$ cat src/design/dmb_trig_pkg.sv
package dmb_trig_pkg;

	// Front-end boards driven by the trigger encoder
	localparam int NUM_CFEB = 5;

	// LCT to L1A latency counter width
	localparam int TIMER_W = 10;

	// Startup periods in clkcms cycles
	localparam int FEBRST_CYCLES = 16;
	localparam int CRDY_CYCLES   = 16;

	// Shared down-counter sized for the longer of the two periods
	localparam int SEQ_CNT_W =
		$clog2((FEBRST_CYCLES > CRDY_CYCLES) ? FEBRST_CYCLES : CRDY_CYCLES);
	localparam logic [SEQ_CNT_W-1:0] FEBRST_LOAD = SEQ_CNT_W'(FEBRST_CYCLES - 1);
	localparam logic [SEQ_CNT_W-1:0] CRDY_LOAD   = SEQ_CNT_W'(CRDY_CYCLES - 1);

	// Per-CFEB trigger code on the three encoded lines
	typedef enum logic [2:0] {
		OP_IDLE      = 3'd0,
		OP_LCT       = 3'd1,
		OP_L1A       = 3'd2,
		OP_L1A_MATCH = 3'd3,
		OP_RESYNC    = 3'd7
	} trg_op_e;

	// Startup sequencer states
	typedef enum logic [1:0] {
		SEQ_WAIT,
		SEQ_FEBRST,
		SEQ_SETTLE,
		SEQ_READY
	} seq_state_e;

endpackage

$ cat src/design/dmb_reg_pkg.sv
package dmb_reg_pkg;

	// AXI4-Lite bus widths
	localparam int ADDR_W = 4;
	localparam int DATA_W = 32;

	// Register map
	localparam logic [ADDR_W-1:0] REG_CTRL   = 'h0;
	localparam logic [ADDR_W-1:0] REG_STATUS = 'h4;
	localparam logic [ADDR_W-1:0] REG_TIMER  = 'h8;

	// REG_CTRL fields with one kill mask bit per CFEB
	localparam int CTRL_CDLY_BIT = 0;
	localparam int CTRL_SWIN_BIT = 1;
	localparam int CTRL_KILL_LSB = 2;
	localparam int CTRL_W        = CTRL_KILL_LSB + dmb_trig_pkg::NUM_CFEB;

	// REG_STATUS fields
	localparam int STAT_READY_BIT = 0;
	localparam int STAT_DONE_BIT  = 1;

	// Response codes on bresp and rresp
	typedef enum logic [1:0] {
		RESP_OKAY   = 2'd0,
		RESP_SLVERR = 2'd2
	} axi_resp_e;

endpackage

$ cat src/design/cfg_regs.sv
`timescale 1ns/1ns

module cfg_regs
(
	input  logic                                clkcms,
	input  logic                                clr0,
	input  logic [dmb_reg_pkg::ADDR_W-1:0]      s_awaddr_i,
	input  logic                                s_awvalid_i,
	input  logic [dmb_reg_pkg::DATA_W-1:0]      s_wdata_i,
	input  logic                                s_wvalid_i,
	input  logic                                s_bready_i,
	input  logic [dmb_reg_pkg::ADDR_W-1:0]      s_araddr_i,
	input  logic                                s_arvalid_i,
	input  logic                                s_rready_i,
	input  logic                                ctrl_ready_i,
	input  logic [dmb_trig_pkg::TIMER_W-1:0]    timer_i,
	input  logic                                timer_done_i,
	output logic                                s_awready_o,
	output logic                                s_wready_o,
	output logic                                s_bvalid_o,
	output logic [1:0]                          s_bresp_o,
	output logic                                s_arready_o,
	output logic                                s_rvalid_o,
	output logic [dmb_reg_pkg::DATA_W-1:0]      s_rdata_o,
	output logic [1:0]                          s_rresp_o,
	output logic                                cable_dly_o,
	output logic                                snd_win_o,
	output logic [dmb_trig_pkg::NUM_CFEB-1:0]   kill_mask_o,
	output logic                                timer_clr_o
);

	logic [dmb_reg_pkg::CTRL_W-1:0]   ctrl_q;
	logic                             wr_acc;
	logic                             rd_acc;
	logic                             wr_hit;
	logic                             rd_hit;
	logic [dmb_reg_pkg::DATA_W-1:0]   rd_mux;

	//////////////////////////////////////////////////////////////////////
	// Handshake and decode
	//////////////////////////////////////////////////////////////////////

	// No new request while a response of the same kind is held
	assign wr_acc = s_awvalid_i && s_wvalid_i && !s_bvalid_o;
	assign rd_acc = s_arvalid_i && !s_rvalid_o;

	assign s_awready_o = wr_acc;
	assign s_wready_o  = wr_acc;
	assign s_arready_o = rd_acc;

	assign wr_hit = s_awaddr_i inside
		{dmb_reg_pkg::REG_CTRL, dmb_reg_pkg::REG_STATUS, dmb_reg_pkg::REG_TIMER};
	assign rd_hit = s_araddr_i inside
		{dmb_reg_pkg::REG_CTRL, dmb_reg_pkg::REG_STATUS, dmb_reg_pkg::REG_TIMER};

	// Any write to the timer register clears it
	assign timer_clr_o = wr_acc && (s_awaddr_i == dmb_reg_pkg::REG_TIMER);

	always_comb
	begin
		rd_mux = '0;
		case (s_araddr_i)
			dmb_reg_pkg::REG_CTRL:
				rd_mux[dmb_reg_pkg::CTRL_W-1:0] = ctrl_q;
			dmb_reg_pkg::REG_STATUS:
			begin
				rd_mux[dmb_reg_pkg::STAT_READY_BIT] = ctrl_ready_i;
				rd_mux[dmb_reg_pkg::STAT_DONE_BIT]  = timer_done_i;
			end
			dmb_reg_pkg::REG_TIMER:
				rd_mux[dmb_trig_pkg::TIMER_W-1:0] = timer_i;
			default:
				rd_mux = '0;
		endcase
	end

	//////////////////////////////////////////////////////////////////////
	// Write channel and control register
	//////////////////////////////////////////////////////////////////////

	always_ff @(posedge clkcms or posedge clr0)
	begin
		if (clr0)
		begin
			ctrl_q     <= '0;
			s_bvalid_o <= 1'b0;
			s_bresp_o  <= dmb_reg_pkg::RESP_OKAY;
		end
		else if (wr_acc)
		begin
			s_bvalid_o <= 1'b1;
			s_bresp_o  <= wr_hit ? dmb_reg_pkg::RESP_OKAY : dmb_reg_pkg::RESP_SLVERR;
			if (s_awaddr_i == dmb_reg_pkg::REG_CTRL)
				ctrl_q <= s_wdata_i[dmb_reg_pkg::CTRL_W-1:0];
		end
		else if (s_bready_i)
			s_bvalid_o <= 1'b0;
	end

	assign cable_dly_o = ctrl_q[dmb_reg_pkg::CTRL_CDLY_BIT];
	assign snd_win_o   = ctrl_q[dmb_reg_pkg::CTRL_SWIN_BIT];
	assign kill_mask_o = ctrl_q[dmb_reg_pkg::CTRL_KILL_LSB +: dmb_trig_pkg::NUM_CFEB];

	//////////////////////////////////////////////////////////////////////
	// Read channel
	//////////////////////////////////////////////////////////////////////

	always_ff @(posedge clkcms or posedge clr0)
	begin
		if (clr0)
		begin
			s_rvalid_o <= 1'b0;
			s_rresp_o  <= dmb_reg_pkg::RESP_OKAY;
		end
		else if (rd_acc)
		begin
			s_rvalid_o <= 1'b1;
			s_rresp_o  <= rd_hit ? dmb_reg_pkg::RESP_OKAY : dmb_reg_pkg::RESP_SLVERR;
		end
		else if (s_rready_i)
			s_rvalid_o <= 1'b0;
	end

	// Read data is captured with the request
	always_ff @(posedge clkcms)
	begin
		if (rd_acc)
			s_rdata_o <= rd_mux;
	end

	a_bvalid_hold: assert property (@(posedge clkcms) disable iff (clr0)
		s_bvalid_o && !s_bready_i |=> s_bvalid_o && $stable(s_bresp_o));

	a_rvalid_hold: assert property (@(posedge clkcms) disable iff (clr0)
		s_rvalid_o && !s_rready_i |=> s_rvalid_o && $stable(s_rdata_o)
			&& $stable(s_rresp_o));

endmodule

$ cat src/design/dmb_ctrl_top.sv
`timescale 1ns/1ns

module dmb_ctrl_top
(
	input  logic                                clkcms,
	input  logic                                clr0,
	input  logic                                fpga_ready_i,
	input  logic [dmb_trig_pkg::NUM_CFEB:0]     lct_i,
	input  logic                                l1a_i,
	input  logic [dmb_trig_pkg::NUM_CFEB-1:0]   l1a_match_i,
	input  logic [dmb_trig_pkg::NUM_CFEB-1:0]   match_win0_i,
	input  logic [dmb_reg_pkg::ADDR_W-1:0]      s_awaddr_i,
	input  logic                                s_awvalid_i,
	input  logic [dmb_reg_pkg::DATA_W-1:0]      s_wdata_i,
	input  logic                                s_wvalid_i,
	input  logic                                s_bready_i,
	input  logic [dmb_reg_pkg::ADDR_W-1:0]      s_araddr_i,
	input  logic                                s_arvalid_i,
	input  logic                                s_rready_i,
	output logic                                ctrl_ready_o,
	output logic [dmb_trig_pkg::NUM_CFEB-1:0]   trg_enc_b0_o,
	output logic [dmb_trig_pkg::NUM_CFEB-1:0]   trg_enc_b1_o,
	output logic [dmb_trig_pkg::NUM_CFEB-1:0]   trg_enc_b2_o,
	output logic                                s_awready_o,
	output logic                                s_wready_o,
	output logic                                s_bvalid_o,
	output logic [1:0]                          s_bresp_o,
	output logic                                s_arready_o,
	output logic                                s_rvalid_o,
	output logic [dmb_reg_pkg::DATA_W-1:0]      s_rdata_o,
	output logic [1:0]                          s_rresp_o
);

	logic                                feb_rst;
	logic [dmb_trig_pkg::TIMER_W-1:0]    timer_val;
	logic                                timer_done;
	logic                                timer_clr;
	logic                                cable_dly;
	logic                                snd_win;
	logic [dmb_trig_pkg::NUM_CFEB-1:0]   kill_mask;

	//////////////////////////////////////////////////////////////////////
	// Startup and latency measurement
	//////////////////////////////////////////////////////////////////////

	startup_sequencer u_seq
	(
		.clkcms       (clkcms),
		.clr0         (clr0),
		.fpga_ready_i (fpga_ready_i),
		.feb_rst_o    (feb_rst),
		.ctrl_ready_o (ctrl_ready_o)
	);

	// LCT on bit 0 starts the timer, L1A stops it
	lct_l1a_timer u_timer
	(
		.clkcms  (clkcms),
		.clr0    (clr0),
		.ready_i (ctrl_ready_o),
		.start_i (lct_i[0]),
		.stop_i  (l1a_i),
		.clr_i   (timer_clr),
		.time_o  (timer_val),
		.done_o  (timer_done)
	);

	//////////////////////////////////////////////////////////////////////
	// Trigger encoding and configuration
	//////////////////////////////////////////////////////////////////////

	trig_encoder u_enc
	(
		.clkcms       (clkcms),
		.clr0         (clr0),
		.feb_rst_i    (feb_rst),
		.lct_i        (lct_i[dmb_trig_pkg::NUM_CFEB:1]),
		.l1a_i        (l1a_i),
		.l1a_match_i  (l1a_match_i),
		.match_win0_i (match_win0_i),
		.cable_dly_i  (cable_dly),
		.snd_win_i    (snd_win),
		.kill_mask_i  (kill_mask),
		.trg_enc_b0_o (trg_enc_b0_o),
		.trg_enc_b1_o (trg_enc_b1_o),
		.trg_enc_b2_o (trg_enc_b2_o)
	);

	cfg_regs u_regs
	(
		.clkcms       (clkcms),
		.clr0         (clr0),
		.s_awaddr_i   (s_awaddr_i),
		.s_awvalid_i  (s_awvalid_i),
		.s_wdata_i    (s_wdata_i),
		.s_wvalid_i   (s_wvalid_i),
		.s_bready_i   (s_bready_i),
		.s_araddr_i   (s_araddr_i),
		.s_arvalid_i  (s_arvalid_i),
		.s_rready_i   (s_rready_i),
		.ctrl_ready_i (ctrl_ready_o),
		.timer_i      (timer_val),
		.timer_done_i (timer_done),
		.s_awready_o  (s_awready_o),
		.s_wready_o   (s_wready_o),
		.s_bvalid_o   (s_bvalid_o),
		.s_bresp_o    (s_bresp_o),
		.s_arready_o  (s_arready_o),
		.s_rvalid_o   (s_rvalid_o),
		.s_rdata_o    (s_rdata_o),
		.s_rresp_o    (s_rresp_o),
		.cable_dly_o  (cable_dly),
		.snd_win_o    (snd_win),
		.kill_mask_o  (kill_mask),
		.timer_clr_o  (timer_clr)
	);

endmodule

$ cat src/design/lct_l1a_timer.sv
`timescale 1ns/1ns

module lct_l1a_timer
(
	input  logic                               clkcms,
	input  logic                               clr0,
	input  logic                               ready_i,
	input  logic                               start_i,
	input  logic                               stop_i,
	input  logic                               clr_i,
	output logic [dmb_trig_pkg::TIMER_W-1:0]   time_o,
	output logic                               done_o
);

	logic counting;

	always_ff @(posedge clkcms or posedge clr0)
	begin
		if (clr0)
		begin
			counting <= 1'b0;
			done_o   <= 1'b0;
			time_o   <= '0;
		end
		else if (clr_i)
		begin
			counting <= 1'b0;
			done_o   <= 1'b0;
			time_o   <= '0;
		end
		else if (counting)
		begin
			// L1A freezes the count
			if (stop_i)
			begin
				counting <= 1'b0;
				done_o   <= 1'b1;
			end
			else if (time_o != '1)
				time_o <= time_o + 1'b1;
		end
		// Start only from idle and only once the controller is ready
		else if (!done_o && ready_i && start_i)
		begin
			counting <= 1'b1;
			time_o   <= {{(dmb_trig_pkg::TIMER_W-1){1'b0}}, 1'b1};
		end
	end

	a_no_decrease: assert property (@(posedge clkcms) disable iff (clr0)
		!clr_i |=> time_o >= $past(time_o));

endmodule

$ cat src/design/startup_sequencer.sv
`timescale 1ns/1ns

module startup_sequencer
(
	input  logic clkcms,
	input  logic clr0,
	input  logic fpga_ready_i,
	output logic feb_rst_o,
	output logic ctrl_ready_o
);

	dmb_trig_pkg::seq_state_e             state;
	logic                                 fpga_rdy_q;
	logic                                 rdy_rise;
	logic [dmb_trig_pkg::SEQ_CNT_W-1:0]   cnt;

	// Clock-ready rising edge
	assign rdy_rise = fpga_ready_i & ~fpga_rdy_q;

	always_ff @(posedge clkcms or posedge clr0)
	begin
		if (clr0)
		begin
			state      <= dmb_trig_pkg::SEQ_WAIT;
			fpga_rdy_q <= 1'b0;
			cnt        <= '0;
		end
		else
		begin
			fpga_rdy_q <= fpga_ready_i;
			// Losing the clock restarts the whole sequence
			if (!fpga_ready_i)
				state <= dmb_trig_pkg::SEQ_WAIT;
			else
			begin
				case (state)
					dmb_trig_pkg::SEQ_WAIT:
						if (rdy_rise)
						begin
							state <= dmb_trig_pkg::SEQ_FEBRST;
							cnt   <= dmb_trig_pkg::FEBRST_LOAD;
						end
					dmb_trig_pkg::SEQ_FEBRST:
						if (cnt == '0)
						begin
							state <= dmb_trig_pkg::SEQ_SETTLE;
							cnt   <= dmb_trig_pkg::CRDY_LOAD;
						end
						else
							cnt <= cnt - 1'b1;
					dmb_trig_pkg::SEQ_SETTLE:
						if (cnt == '0)
							state <= dmb_trig_pkg::SEQ_READY;
						else
							cnt <= cnt - 1'b1;
					default:
						state <= dmb_trig_pkg::SEQ_READY;
				endcase
			end
		end
	end

	assign feb_rst_o    = (state == dmb_trig_pkg::SEQ_FEBRST);
	assign ctrl_ready_o = (state == dmb_trig_pkg::SEQ_READY);

	a_rst_rdy_excl: assert property (@(posedge clkcms) disable iff (clr0)
		!(feb_rst_o && ctrl_ready_o));

	// Ready comes exactly one settling period after the end of resync
	a_rdy_after_rst: assert property (@(posedge clkcms) disable iff (clr0)
		$rose(ctrl_ready_o) |-> $past(feb_rst_o, dmb_trig_pkg::CRDY_CYCLES + 1));

endmodule

$ cat src/design/trig_encoder.sv
`timescale 1ns/1ns

module trig_encoder
(
	input  logic                                clkcms,
	input  logic                                clr0,
	input  logic                                feb_rst_i,
	input  logic [dmb_trig_pkg::NUM_CFEB-1:0]   lct_i,
	input  logic                                l1a_i,
	input  logic [dmb_trig_pkg::NUM_CFEB-1:0]   l1a_match_i,
	input  logic [dmb_trig_pkg::NUM_CFEB-1:0]   match_win0_i,
	input  logic                                cable_dly_i,
	input  logic                                snd_win_i,
	input  logic [dmb_trig_pkg::NUM_CFEB-1:0]   kill_mask_i,
	output logic [dmb_trig_pkg::NUM_CFEB-1:0]   trg_enc_b0_o,
	output logic [dmb_trig_pkg::NUM_CFEB-1:0]   trg_enc_b1_o,
	output logic [dmb_trig_pkg::NUM_CFEB-1:0]   trg_enc_b2_o
);

	dmb_trig_pkg::trg_op_e                 op_c [dmb_trig_pkg::NUM_CFEB];
	logic [dmb_trig_pkg::NUM_CFEB-1:0]     match_c;
	logic [dmb_trig_pkg::NUM_CFEB-1:0]     b0_c, b1_c, b2_c;
	logic [dmb_trig_pkg::NUM_CFEB-1:0]     b0_q, b1_q, b2_q;
	logic [dmb_trig_pkg::NUM_CFEB-1:0]     b0_qq, b1_qq, b2_qq;

	// Window mode shows match window position 0 in place of the L1A match
	assign match_c = snd_win_i ? match_win0_i : l1a_match_i;

	always_comb
	begin
		for (int i = 0; i < dmb_trig_pkg::NUM_CFEB; i++)
		begin
			if (feb_rst_i)
				op_c[i] = dmb_trig_pkg::OP_RESYNC;
			else if (kill_mask_i[i])
				op_c[i] = dmb_trig_pkg::OP_IDLE;
			else if (l1a_i && match_c[i])
				op_c[i] = dmb_trig_pkg::OP_L1A_MATCH;
			else if (l1a_i)
				op_c[i] = dmb_trig_pkg::OP_L1A;
			else if (lct_i[i])
				op_c[i] = dmb_trig_pkg::OP_LCT;
			else
				op_c[i] = dmb_trig_pkg::OP_IDLE;
			b0_c[i] = op_c[i][0];
			b1_c[i] = op_c[i][1];
			b2_c[i] = op_c[i][2];
		end
	end

	// Output stage plus the extra cable-delay stage
	always_ff @(posedge clkcms or posedge clr0)
	begin
		if (clr0)
		begin
			{b2_q, b1_q, b0_q}    <= '0;
			{b2_qq, b1_qq, b0_qq} <= '0;
		end
		else
		begin
			{b2_q, b1_q, b0_q}    <= {b2_c, b1_c, b0_c};
			{b2_qq, b1_qq, b0_qq} <= {b2_q, b1_q, b0_q};
		end
	end

	assign trg_enc_b0_o = cable_dly_i ? b0_qq : b0_q;
	assign trg_enc_b1_o = cable_dly_i ? b1_qq : b1_q;
	assign trg_enc_b2_o = cable_dly_i ? b2_qq : b2_q;

	for (genvar g = 0; g < dmb_trig_pkg::NUM_CFEB; g++)
	begin : g_op_chk
		a_op_legal: assert property (@(posedge clkcms) disable iff (clr0)
			{trg_enc_b2_o[g], trg_enc_b1_o[g], trg_enc_b0_o[g]} inside
			{dmb_trig_pkg::OP_IDLE, dmb_trig_pkg::OP_LCT, dmb_trig_pkg::OP_L1A,
			 dmb_trig_pkg::OP_L1A_MATCH, dmb_trig_pkg::OP_RESYNC});
	end

endmodule

$ cat config.mk
export PLATFORM = sky130hd
export DESIGN_NAME = dmb_ctrl_top
export DESIGN_NICKNAME = d
export VERILOG_FILES = /design/src/design/dmb_trig_pkg.sv /design/src/design/dmb_reg_pkg.sv /design/src/design/cfg_regs.sv /design/src/design/dmb_ctrl_top.sv /design/src/design/lct_l1a_timer.sv /design/src/design/startup_sequencer.sv /design/src/design/trig_encoder.sv
export SDC_FILE = /design/constraint.sdc
export NUM_CORES = 1
export LEC_CHECK = 0
export ABC_CLOCK_PERIOD_IN_PS = 2500
export BUFFER_PORTS_ARGS = -buffer_cell sky130_fd_sc_hd__buf_2
export CAP_MARGIN = 25
export CELL_PAD_IN_SITES_DETAIL_PLACEMENT = 0
export CELL_PAD_IN_SITES_GLOBAL_PLACEMENT = 1
export CORE_ASPECT_RATIO = 1.25
export CORE_UTILIZATION = 38
export CTS_BUF_LIST = sky130_fd_sc_hd__clkbuf_16
export DETAILED_ROUTE_END_ITERATION = 8
export PLACE_DENSITY_LB_ADDON = 0.1
export SETUP_SLACK_MARGIN = 0.1
export SLEW_MARGIN = 30
export SYNTH_ARGS = -nofsm -noshare
export SYNTH_HDL_FRONTEND = slang
export SYNTH_HIERARCHICAL = 1
export SYNTH_SLANG_ARGS = --single-unit
export TNS_END_PERCENT = 100
$ cat constraint.sdc
create_clock -name clkcms -period 2.5 [get_ports clkcms]
set_input_delay 0.25 -clock clkcms [delete_from_list [all_inputs] [get_ports clkcms]]
set_output_delay 0.25 -clock clkcms [all_outputs]
set_load 0.02 [all_outputs]
==> impl_metrics.py <==
metrics = {
    "routing": {
        "ant_nets": 0,
        "dr.pass1.iters": 4,
        "post-route-drc-count": 0,
        "wl_um": 6870,
        "drtIter0Drc": 62,
        "vias": 2266,
        "via_per_inst": 4.99,
        "routedWlPerCell_um": 15.1,
    },
    "setup_path": {
        "arrival_ns": 2.26,
        "r2r_end": "u_timer/time_o[3]",
        "reg2reg_depth": 6,
        "r2r_slack_ns": 0.45,
        "critPathLaunchType": "register",
        "rr_startpoint": "u_regs/s_bvalid_o",
        "timing_worst_setup_path_type": "reg -> reg",
        "crit_required_ns": 2.71,
        "critPathCaptureType": "register",
        "cp_max_fo": 7,
    },
    "logic_synthesis": {
        "synth_seq_cells": 62,
        "synthTopCellsByCount": "dfrtp_1 (52), buf_4 (29), nor2_1 (20)",
        "synth_top_area_frac": 0.394,
        "ys_warn_count": 6,
        "synth_cell_types": 65,
        "netlist_instances": 277,
        "synth-edff-count": 10,
        "yosysSeqAreaShare": 0.485,
        "avgSynthCellArea_sq_um": 11.9,
        "synth_area_sq_mm": 0.00330,
        "synthArstFlopShare": 0.839,
        "synth_area_leaders": "dfrtp_1 (39%), edfxtp_1 (9.1%), buf_4 (6.6%)",
        "yosysMostFrequentCell": "dfrtp_1",
        "yosys.area.top_type": "dfrtp_1",
        "synthFlopType": "dfrtp_1",
    },
    "sta": {
        "worst_pin_slew_ns": 0.811,
        "max_freq_mhz": 488,
        "hold_violations": 0,
        "setup-violations-final": 0,
        "fin_skew_ns": 0.00438,
        "fin_worst_hold_slack_ns": 0.0704,
        "grt_setup_unrepaired": "false",
        "fin_crit_ns": 2.05,
        "finalMaxSlewViolations": 0,
        "finalCritPeriodShare": 0.820,
        "setup_tns_ns": 0,
        "max_slew_margin": 0.459,
    },
    "die": {
        "core_area_sq_mm": 0.00833,
        "die_h_um": 106,
        "initial_core_util": 0.396,
        "rows": 37,
        "die_area_sq_mm": 0.00907,
        "fp.dieW_um": 85.4,
        "ioPinCount": 122,
    },
    "clock_network": {
        "cts-root-buf": "clkbuf_16",
        "cts_buffer_depth": 2,
        "cts_tree": "done",
        "cts_buffers": 9,
        "postCtsResizedCells": 0,
        "path_clk_slew_ns": 0.05,
        "h-tree-depth": 3,
        "clk_latency_ns": 0.32,
        "numClockSinks": 62,
    },
    "power_and_ir_drop": {
        "power_mw": 3.78,
        "clockPowerShare": 0.312,
        "intPower_mw": 2.51,
        "switching_share": 0.335,
        "power.density_mw_per_mm2": 959,
        "p_leak_nw": 1.87,
        "power_switching_mw": 1.26,
        "seqPwrFrac": 0.386,
        "max-vdd-ir-drop_mv": 0.422,
        "combPwrFrac": 0.302,
    },
    "placed_design": {
        "placed_area_sq_mm": 0.00364,
        "finalWeightedCongestion": 0.761,
        "dp_hpwl_um": 5070,
        "io_buffer_count": 72,
    },
    "layout": {
        "antenna_cells": 0,
        "layout-drive-gt1-share": 0.389,
        "syn2layout_area_growth_pct": 19.3,
        "fin_nets": 423,
        "design_area_sq_mm": 0.00394,
    },
    "global_route": {
        "grt_max_degree": 23,
        "grt_pass1_wl_um": 11200,
        "grt_overflow": 0,
        "first_global_vias": 2219,
        "antenna_found_initial": 0,
        "grt_usage": 0.163,
    },
    "min_path": {
        "holdPathEnd": "u_seq/fpga_rdy_q",
        "whs_path_depth": 1,
        "hp-class": "in -> reg",
        "hold_path_startpoint": "fpga_ready_i",
    },
    "run": {
        "cap_violations": 0,
    },
    "outcome": {
        "status": "finished, final reports clean",
    },
}
## worst max path at each step
stage                            startpoint                end  slack [ns]  cells after the start
after floorplan           u_regs/s_bvalid_o  u_timer/time_o[0]        0.35                      7
after global placement    u_regs/s_bvalid_o  u_timer/time_o[3]        0.47                      6
after detailed placement  u_regs/s_bvalid_o  u_timer/time_o[3]        0.45                      6
after CTS                 u_regs/s_bvalid_o  u_timer/time_o[3]        0.44                      6
after global routing      u_regs/s_bvalid_o  u_timer/time_o[5]        0.34                      7
final                     u_regs/s_bvalid_o  u_timer/time_o[3]        0.45                      6
## worst max-delay path, stage by stage (launching register included)
cell and delay, ns:
dfrtp_1 0.38, and3b_1 0.38, and4b_2 0.38, nand2b_4 0.17, nor4_4 0.06, or2_4 0.27
a211o_1 0.30
## placed cells by master (no fill, tap or decap), drive strengths merged, types with 5 or more instances in the layout
cell,n
dfrtp,52
nor3b,6
clkbuf,10
buf,76
o31ai,5
o41ai,5
a21o,5
nand2,8
edfxtp,10
mux2i,7
nor2,23
nand3,5
and3,6
inv,14
ha,6
mux2,27
nor2b,6
conb,24
o21ai,8
## through the flow
step | utilization | std cells | worst slack [ns]
after floorplan | - | 300 | 0.350
after global placement | 0.436 | 437 | 0.470
after detailed placement | 0.436 | 437 | 0.449
after CTS | 0.473 | 454 | 0.436
after global routing | 0.473 | 454 | 0.337
final | 0.473 | 454 | 0.451
## sequential cells by signal, summed over array words and instances, names as in the netlist
signal             count
u_timer/time_o        10
u_regs/s_bvalid_o      1
u_regs/s_bresp_o       1
u_regs/s_rresp_o       1
u_seq/fpga_rdy_q       1
u_enc/b1_qq            5
u_enc/b1_q             5
u_timer/counting       1
u_enc/b0_qq            5
u_enc/b0_q             5
u_regs/s_rvalid_o      1
u_seq/state            2
u_regs/s_rdata_o      10
u_regs/ctrl_q          7
u_seq/cnt              4
u_enc/b2_q             1
u_enc/b2_qq            1
u_timer/done_o         1
## per-layer routing
metal	share of wire	vias up	GRT usage
li1	-	1102	-
met3	0.042	9	0.0411
met1	0.43	1096	0.198
met5	0	-	0
met4	0.019	0	0.0738
met2	0.51	59	0.274
## cell type report
class	instances	area, sq um
Inverter	13	48.8
Clock buffer	10	250
Tap cell	97	121
Sequential cell	62	1600
Fill cell	790	4390
Timing Repair Buffer	77	400
Clock inverter	6	43.8
Multi-Input combinational cell	189	1480
## what timing repair did
action                                 4_1_cts  5_1_grt
endpoints found under the hold margin       18        0
buffers inserted                             0        0
hold buffers                                 1        0
## kinds of logic (layout without fill, tap and decap cells)
family,count (synthesis),count (layout),share of synthesized area
flip-flops,62,62,0.485
AO/OA/AOI/OAI,49,49,0.119
adder cells (fa/ha/maj),6,6,0.0227
multiplexers,34,34,0.122
other,1,24,0.00114
AND/OR/NAND/NOR,76,76,0.156
buffers and inverters,49,106,0.0947
## power groups by stage
stage                     combinational [mW]  clock [mW]  sequential (mW)
after floorplan                        0.939           0             1.43
after global routing                    1.25        1.26             1.50
after CTS                               1.15        1.21             1.47
after global placement                  1.13           0             1.47
final                                   1.14        1.18             1.46
after detailed placement                1.14           0             1.48
Note: power is estimated with default switching activity, not from simulation.
